$ cat src/hdl/controlPkg.sv
`default_nettype none

package controlPkg;

	// Instruction word fields
	localparam int instrWidth = 32;
	localparam int classMsb = 31;
	localparam int classLsb = 29;
	localparam int funcMsb = 28;
	localparam int funcLsb = 24;
	// Condition code overlaps the low function bits
	localparam int condMsb = 25;
	localparam int condLsb = 22;
	localparam int aluOpWidth = 5;

	typedef enum logic [2:0] {
		classNop = 3'b000,
		classAlu = 3'b001,
		classConst = 3'b010,
		classMem = 3'b100,
		classBranch = 3'b101,
		classJump = 3'b110
	} instrClass_e;

	typedef enum logic [aluOpWidth-1:0] {
		aluAdd = 5'b00000,
		aluAddInc = 5'b00001,
		aluBeq = 5'b00010,
		aluIncA = 5'b00011,
		aluSubDec = 5'b00100,
		aluSub = 5'b00101,
		aluDecA = 5'b00110,
		aluBne = 5'b00111,
		aluLsl = 5'b01000,
		aluAsr = 5'b01001,
		aluJumpTarget = 5'b01010,
		aluLch = 5'b01011,
		aluLcl = 5'b01100,
		aluZeros = 5'b10000,
		aluAnd = 5'b10001,
		aluAndNotA = 5'b10010,
		aluPassB = 5'b10011,
		aluAndNotB = 5'b10100,
		aluPassA = 5'b10101,
		aluXor = 5'b10110,
		aluOr = 5'b10111,
		aluNand = 5'b11000,
		aluXnor = 5'b11001,
		aluPassNotA = 5'b11010,
		aluOrNotA = 5'b11011,
		aluPassNotB = 5'b11100,
		aluOrNotB = 5'b11101,
		aluNor = 5'b11110,
		aluOnes = 5'b11111
	} aluOp_e;

	typedef enum logic [3:0] {
		jtZero = 4'd0,
		jtOverflow = 4'd1,
		jtNeg = 4'd2,
		jtNegZero = 4'd3,
		jtCarry = 4'd4,
		jfZero = 4'd5,
		jfOverflow = 4'd6,
		jfNeg = 4'd7,
		jfNegZero = 4'd8,
		jfCarry = 4'd9
	} jumpCond_e;

	typedef enum logic [1:0] {
		fromAlu = 2'b00,
		fromMem = 2'b01,
		fromPc = 2'b10
	} memToReg_e;

	typedef enum logic [1:0] {
		extNone = 2'b00,
		extHigh = 2'b01,
		extLow = 2'b10
	} signExt_e;

	typedef struct packed {
		logic branch;
		logic memReadN;
		logic memWriteN;
		memToReg_e memToReg;
		aluOp_e aluOp;
		logic aluSrc;
		logic regWrite;
		logic registerB;
		logic jumpRegister;
		signExt_e signExt;
	} controlWord_t;

	// Reset and nop word with both strobes idle high
	localparam controlWord_t idleWord = '{
		branch: 1'b0, memReadN: 1'b1, memWriteN: 1'b1, memToReg: fromAlu,
		aluOp: aluAdd, aluSrc: 1'b0, regWrite: 1'b0, registerB: 1'b0,
		jumpRegister: 1'b0, signExt: extNone
	};

	localparam controlWord_t condJumpWord = '{
		branch: 1'b1, memReadN: 1'b1, memWriteN: 1'b1, memToReg: fromAlu,
		aluOp: aluJumpTarget, aluSrc: 1'b1, regWrite: 1'b0, registerB: 1'b0,
		jumpRegister: 1'b0, signExt: extNone
	};

endpackage

`default_nettype wire

$ cat src/hdl/decodeIf.sv
`timescale 1ns/10ps
`default_nettype none

interface decodeIf import controlPkg::*; ();

	controlWord_t word;
	logic known;
	logic condJump;
	jumpCond_e cond;

	modport decoder (
		output word, known, condJump, cond
	);

	modport stage (
		input word, known, condJump
	);

	// Condition evaluation only needs the code
	modport check (
		input cond
	);

endinterface

`default_nettype wire

$ cat src/hdl/jumpCondition.sv
`timescale 1ns/10ps
`default_nettype none

module jumpCondition import controlPkg::*; (
	decodeIf.check decode,
	input logic zero,
	input logic overflow,
	input logic carry,
	input logic neg,
	output logic taken
);

	always_comb begin
		case (decode.cond)
			jtZero: taken = zero;
			jtOverflow: taken = overflow;
			jtNeg: taken = neg;
			jtNegZero: taken = neg || zero;
			jtCarry: taken = carry;
			jfZero: taken = !zero;
			jfOverflow: taken = !overflow;
			jfNeg: taken = !neg;
			// Not the inverse of jtNegZero
			jfNegZero: taken = !neg || !zero;
			jfCarry: taken = !carry;
			default: taken = 1'b0;
		endcase
	end

endmodule

`default_nettype wire

$ cat src/hdl/instrDecoder.sv
`timescale 1ns/10ps
`default_nettype none

module instrDecoder import controlPkg::*; (
	decodeIf.decoder decode,
	input logic [instrWidth-1:0] instruction
);

	instrClass_e instrClass;
	logic [aluOpWidth-1:0] funcField;

	assign instrClass = instrClass_e'(instruction[classMsb:classLsb]);
	assign funcField = instruction[funcMsb:funcLsb];
	assign decode.cond = jumpCond_e'(instruction[condMsb:condLsb]);

	always_comb begin
		decode.word = idleWord;
		decode.known = 1'b0;
		decode.condJump = 1'b0;
		case (instrClass)
			classNop: begin
				decode.known = 1'b1;
			end
			classAlu: begin
				decode.word.aluOp = aluOp_e'(funcField);
				decode.word.regWrite = 1'b1;
				// Only 24 of the 32 codes are ALU functions
				case (aluOp_e'(funcField))
					aluAdd, aluAddInc, aluIncA, aluSubDec,
					aluSub, aluDecA, aluLsl, aluAsr,
					aluZeros, aluAnd, aluAndNotA, aluPassB,
					aluAndNotB, aluPassA, aluXor, aluOr,
					aluNand, aluXnor, aluPassNotA, aluOrNotA,
					aluPassNotB, aluOrNotB, aluNor, aluOnes: begin
						decode.known = 1'b1;
					end
					default: begin
						decode.known = 1'b0;
					end
				endcase
			end
			classMem: begin
				decode.known = 1'b1;
				decode.word.aluSrc = 1'b1;
				if (funcField[0]) begin
					decode.word.memWriteN = 1'b0;
					decode.word.registerB = 1'b1;
				end else begin
					decode.word.memReadN = 1'b0;
					decode.word.memToReg = fromMem;
					decode.word.regWrite = 1'b1;
				end
			end
			classConst: begin
				decode.word.aluSrc = 1'b1;
				decode.word.regWrite = 1'b1;
				case (funcField[1:0])
					2'b00: begin
						decode.known = 1'b1;
						decode.word.aluOp = aluPassB;
					end
					2'b01: begin
						decode.known = 1'b1;
						decode.word.aluOp = aluLch;
						decode.word.signExt = extHigh;
					end
					2'b10: begin
						decode.known = 1'b1;
						decode.word.aluOp = aluLcl;
						decode.word.signExt = extLow;
					end
					default: begin
						decode.known = 1'b0;
					end
				endcase
			end
			classBranch: begin
				decode.word.branch = 1'b1;
				decode.word.registerB = 1'b1;
				case (funcField[4:2])
					3'b001: begin
						decode.known = 1'b1;
						decode.word.aluOp = aluBeq;
					end
					3'b010: begin
						decode.known = 1'b1;
						decode.word.aluOp = aluBne;
					end
					default: begin
						decode.known = 1'b0;
					end
				endcase
			end
			classJump: begin
				if (!funcField[4]) begin
					decode.word.branch = 1'b1;
					case (funcField[3:0])
						4'b0000: begin
							decode.known = 1'b1;
							decode.word.aluSrc = 1'b1;
							decode.word.aluOp = aluJumpTarget;
						end
						4'b0001: begin
							decode.known = 1'b1;
							decode.word.memToReg = fromPc;
							decode.word.regWrite = 1'b1;
						end
						4'b0010: begin
							decode.known = 1'b1;
							decode.word.jumpRegister = 1'b1;
							decode.word.aluOp = aluPassA;
						end
						default: begin
							decode.known = 1'b0;
						end
					endcase
				end else begin
					// Branch filled in by the register stage from taken
					decode.word = condJumpWord;
					decode.word.branch = 1'b0;
					decode.condJump = 1'b1;
					decode.known = (decode.cond <= jfCarry);
				end
			end
			default: begin
				decode.known = 1'b0;
			end
		endcase
	end

	always_comb begin
		if (decode.known) begin
			assert (decode.word.memReadN || decode.word.memWriteN)
				else $error("decoder raised both memory strobes");
		end
	end

endmodule

`default_nettype wire

$ cat src/hdl/controlWordReg.sv
`timescale 1ns/10ps
`default_nettype none

module controlWordReg import controlPkg::*; (
	input logic clock,
	input logic rst,
	input logic taken,
	decodeIf.stage decode,
	output logic branch,
	output logic memReadN,
	output logic memWriteN,
	output memToReg_e memToReg,
	output aluOp_e aluOp,
	output logic aluSrc,
	output logic regWrite,
	output logic registerB,
	output logic jumpRegister,
	output signExt_e signExt,
	output logic updateB
);

	controlWord_t nextWord;
	controlWord_t wordQ;

	always_comb begin
		nextWord = decode.word;
		if (decode.condJump) begin
			nextWord.branch = taken;
		end
	end

	// Unknown encodings hold everything including updateB
	always_ff @(posedge clock) begin
		if (rst) begin
			wordQ <= idleWord;
			updateB <= 1'b0;
		end else if (decode.known) begin
			wordQ <= nextWord;
			updateB <= ~updateB;
		end
	end

	assign branch = wordQ.branch;
	assign memReadN = wordQ.memReadN;
	assign memWriteN = wordQ.memWriteN;
	assign memToReg = wordQ.memToReg;
	assign aluOp = wordQ.aluOp;
	assign aluSrc = wordQ.aluSrc;
	assign regWrite = wordQ.regWrite;
	assign registerB = wordQ.registerB;
	assign jumpRegister = wordQ.jumpRegister;
	assign signExt = wordQ.signExt;

	assert property (@(posedge clock) rst |=> ({branch, memReadN, memWriteN, memToReg,
			aluOp, aluSrc, regWrite, registerB, jumpRegister, signExt} == idleWord)
			&& !updateB)
		else $error("outputs not idle after reset");

	assert property (@(posedge clock) disable iff (rst) memReadN || memWriteN)
		else $error("memReadN and memWriteN both active");

endmodule

`default_nettype wire

$ cat src/hdl/controlUnit.sv
`timescale 1ns/10ps
`default_nettype none

module controlUnit import controlPkg::*; (
	input logic clock,
	input logic rst,
	input logic [instrWidth-1:0] instruction,
	input logic zero,
	input logic overflow,
	input logic carry,
	input logic neg,
	output logic branch,
	output logic memReadN,
	output logic memWriteN,
	output memToReg_e memToReg,
	output aluOp_e aluOp,
	output logic aluSrc,
	output logic regWrite,
	output logic registerB,
	output logic jumpRegister,
	output signExt_e signExt,
	output logic updateB
);

	logic taken;

	decodeIf decodeBus ();

	instrDecoder decoder (
		.decode(decodeBus.decoder),
		.instruction(instruction)
	);

	jumpCondition condCheck (
		.decode(decodeBus.check),
		.zero(zero),
		.overflow(overflow),
		.carry(carry),
		.neg(neg),
		.taken(taken)
	);

	controlWordReg wordReg (
		.clock(clock),
		.rst(rst),
		.taken(taken),
		.decode(decodeBus.stage),
		.branch(branch),
		.memReadN(memReadN),
		.memWriteN(memWriteN),
		.memToReg(memToReg),
		.aluOp(aluOp),
		.aluSrc(aluSrc),
		.regWrite(regWrite),
		.registerB(registerB),
		.jumpRegister(jumpRegister),
		.signExt(signExt),
		.updateB(updateB)
	);

endmodule

`default_nettype wire

$ cat config.mk
export PLATFORM = sky130hd
export DESIGN_NAME = controlUnit
export DESIGN_NICKNAME = d
export VERILOG_FILES = /design/src/hdl/controlPkg.sv /design/src/hdl/decodeIf.sv /design/src/hdl/jumpCondition.sv /design/src/hdl/instrDecoder.sv /design/src/hdl/controlWordReg.sv /design/src/hdl/controlUnit.sv
export SDC_FILE = /design/constraint.sdc
export NUM_CORES = 1
export LEC_CHECK = 0
export ABC_AREA = 1
export ABC_CLOCK_PERIOD_IN_PS = 1500
export BUFFER_PORTS_ARGS = -buffer_cell sky130_fd_sc_hd__buf_2
export CORE_MARGIN = 10
export CORE_UTILIZATION = 29
export DETAILED_ROUTE_END_ITERATION = 10
export PLACE_DENSITY = 0.63
export REMOVE_ABC_BUFFERS = 1
export SLEW_MARGIN = 20
export SYNTH_ARGS = -nofsm -noshare
export SYNTH_HDL_FRONTEND = slang
export SYNTH_SLANG_ARGS = --single-unit
$ cat constraint.sdc
create_clock -name clock -period 1.5 [get_ports clock]
set_input_delay 0.075 -clock clock [delete_from_list [all_inputs] [get_ports clock]]
set_output_delay 0.075 -clock clock [all_outputs]
set_load 0.05 [all_outputs]
==> results.md <==
* Final setup fails at 0
* Max-cap violation count at 0
* Sink Count at 17
* DRT Wirelength at 3460 um
* CP Depth at 12
* Clock buffer depth at 2
* Drt first pass iters at 4
* EDFF count, synth at 0
* Layout cell share with drive strength beyond 1 at 36.7%
* Total grt overflow at 0
* Die area at 0.00777 sq mm
* Final ANT Viol Nets at 0
* Pwr/cell area at 783 mW/mm^2
* Maximum VDD drop at 0.276 mV
* Non-filler cells, final at 319
* Post-Synth XOR/XNOR Area at 0%
* Setup CP Type: in -> reg
* Post-Syn Instances at 207
* Starting Density at 30.5%
* Num CTS Buffers at 3
* HPWL Detailed at 2850 um
* Worst Path Required at 1.65 ns
* Total track usage at 9.00%
* Vias per std cell at 4.42
* Mux contribution to synthesized area at 0%
* Post-synthesis sequential area ratio at 25.3%
* Flops & latches, synth at 17
* Critical path endpoint: wordReg.updateB$_SDFFE_PP0P_
* Reg2reg start: wordReg.updateB$_SDFFE_PP0P_
* R2r worst-path depth at 3
* CTS tree: done
* Status: finished, final reports clean
* Row cnt at 24
* Max stage delay on crit path at 0.21 ns
* RR Endpoint: wordReg.updateB$_SDFFE_PP0P_
* Synth Area in Adders at 11.2%
* Slew Limit Fails at 0
* Core Area at 0.00441 sq mm
* Leakage at 0.989 nW
* # DRC at 0
* Most frequent cells in the layout: nand2_1, buf_2, buf_4, nor2_1
* Worst Tran Pin Value at 0.437 ns
* Cell family with the largest share of critical-path delay: simple AND/OR/NAND/NOR gates
* NumNets Final at 318
* Area grow syn2layout at 34.0%
* Worst Setup SP: instruction[24]
* Post-CTS Setup Bufs at 0
* Crit Path Max Fanout at 11
* CP Capture Type: register
* Post-route core utilization at 40.9%
* Crit-path cells: buf_2 -> buf_4 -> buf_4 -> ha_1 -> o211ai_1 -> nand2_2 -> nand2_2 -> clkinv_2 -> nor2_4 -> nor2_4 -> nor2_1 -> nor2_2
* Largest family of logic cells by synthesized area: simple AND/OR/NAND/NOR gates
* Ports at 55
* Clk Latency, worst-skew pair at 0.25 ns
* Vias in the first global route at 1372
* Chip height at 88.1 um
* First-pass GRT wire length at 5890 um
* GPL Wtd Cong at 0.883
* Synth Area in Simple Gates at 42.0%
* Worst Path Buf+Inv at 4
* Final Power at 1.41 mW
* DP Cell Count at 313
* Largest net degree at the start of global routing at 17
* Fmax at 0.727 GHz
* Compound-Gate Fraction of Synth Area at 11.6%
* Wire per inst at 10.8 um
* Fin. Hold Viols at 0
* Period utilisation layout at 91.7%
* Distinct cell type count after synthesis at 25
* Via count at 1411
* Asr flop ratio synth at 0%
* Synthesized area per cell at 6.50 sq um
* RSZ-0062 raised after global routing: false
* Clock Skews at 0 ns
* Max-slew headroom at 70.8%
* Root buf cell: clkbuf_8
* Worst reg2reg setup slack at 0.87 ns
* WP data arrival at 1.52 ns
* Ys flop type: dfxtp_1
* Iteration-0 DRC Markers at 66
* Worst-path clk slew at 0.06 ns
* Initial antenna violation count at 0
* H-tree depth at 1
* Setup crit start kind: input pin
* CP max stage cell: ha_1
* Synth warn at 0
* Worst hold path type: in -> reg
* Commonest non-fill, non-tap cell in the layout: nand2_1
* Antenna Cells at 0
* Fillers at 480
* Synthesized area at 0.00135 sq mm
* Die Wd at 88.1 um
* IO buf count at 32
* Final worst path period need at 1.38 ns
timing repair:
| item | 4_1_cts | 5_1_grt |
|---|---|---|
| gates resized for setup | 0 | 6 |
| endpoints found under the setup margin | 8 | 16 |
| cloned | 1 | 0 |
| hold endpoints to repair | 1 | 0 |
| pin swaps | 1 | 2 |
| hold buffers | 1 | 0 |
cell usage after synthesis (2+ instances only):
master,n,area share [%]
nand2_2,12,5.6
a21oi_2,2,1.3
nand3_1,11,4.1
dfxtp_1,17,25
inv_2,3,0.84
ha_1,12,11
nor2_2,9,4.2
nor2_4,2,1.7
nor2_1,27,7.5
o211ai_1,3,1.7
inv_1,19,5.3
buf_2,3,1.1
nor3_1,3,1.1
o21ai_0,18,6.7
nand2_1,54,15
nand4_1,3,1.4
worst reg2reg max path: stages, from the launching register on:
cell,delay (ns)
dfxtp_1,0.36
nand2_2,0.06
nand2_1,0.08
nor2_2,0.04
metal layers:
metal	share of wire [%]	wire [um]	global-route usage (%)	vias up
li1	-	-	-	772
met1	49	1690	11.6	607
met2	44	1520	14.4	28
met3	5.7	198	1.76	4
met4	1.4	49	3.42	0
met5	0	0	0	-
worst min path at each step:
stage                    startpoint                             to  slack, ns  depth (start not counted)
finish              instruction[24]  wordReg.memReadN$_SDFFE_PP1P_       0.28                          4
global route        instruction[24]  wordReg.memReadN$_SDFFE_PP1P_       0.32                          4
CTS                 instruction[24]  wordReg.memReadN$_SDFFE_PP1P_       0.28                          4
detailed placement              rst    wordReg.branch$_SDFFE_PP0P_       0.26                          2
global placement                rst    wordReg.branch$_SDFFE_PP0P_       0.25                          2
floorplan                       rst    wordReg.branch$_SDFFE_PP0P_       0.14                          1
logic make-up after synthesis:
kind of cell	count (synthesis)
DFF	17
and+or+nand+nor	123
AOI/OAI and AO/OA	27
buffers and inverters	28
adders and majority gates	12
power breakdown:
group / internal (mW) / total (mW) / switching (mW)
Sequential: 0.496 / 0.518 / 0.0222
Clock: 0.188 / 0.335 / 0.147
Combinational: 0.181 / 0.560 / 0.379
Total: 0.865 / 1.41 / 0.548
flip-flops by register name, indices dropped and copies added, names as in the netlist:
name and flops:
wordReg.branch 1, wordReg.memWriteN 1, wordReg.updateB 1, wordReg.jumpRegister 1, wordReg.regWrite 1, wordReg.aluOp 5
wordReg.memToReg 2, wordReg.signExt 2, wordReg.aluSrc 1, wordReg.registerB 1, wordReg.memReadN 1
final cells by class:
type	instances	area (sq um)	share of cell area [%]
clock buffers	4	45.0	2.50
inverters	23	87.6	4.85
multi-input cells	163	893	49.5
flip-flops and latches	17	340	18.9
well taps	52	65.1	3.61
repair buffers	60	373	20.7
through the flow:
step	TNS (ns)	setup WS, ns	area (sq um)	hold slack [ns]
after floorplan	-0.195	-0.0373	1300	0.137
after global placement	-3.73	-0.278	1730	0.252
after detailed placement	-4.32	-0.349	1730	0.257
after CTS	0	0.00379	1790	0.280
after global routing	0	0.00632	1800	0.325
final	0	0.124	1800	0.285
Note: power is estimated with default switching activity, not from simulation.
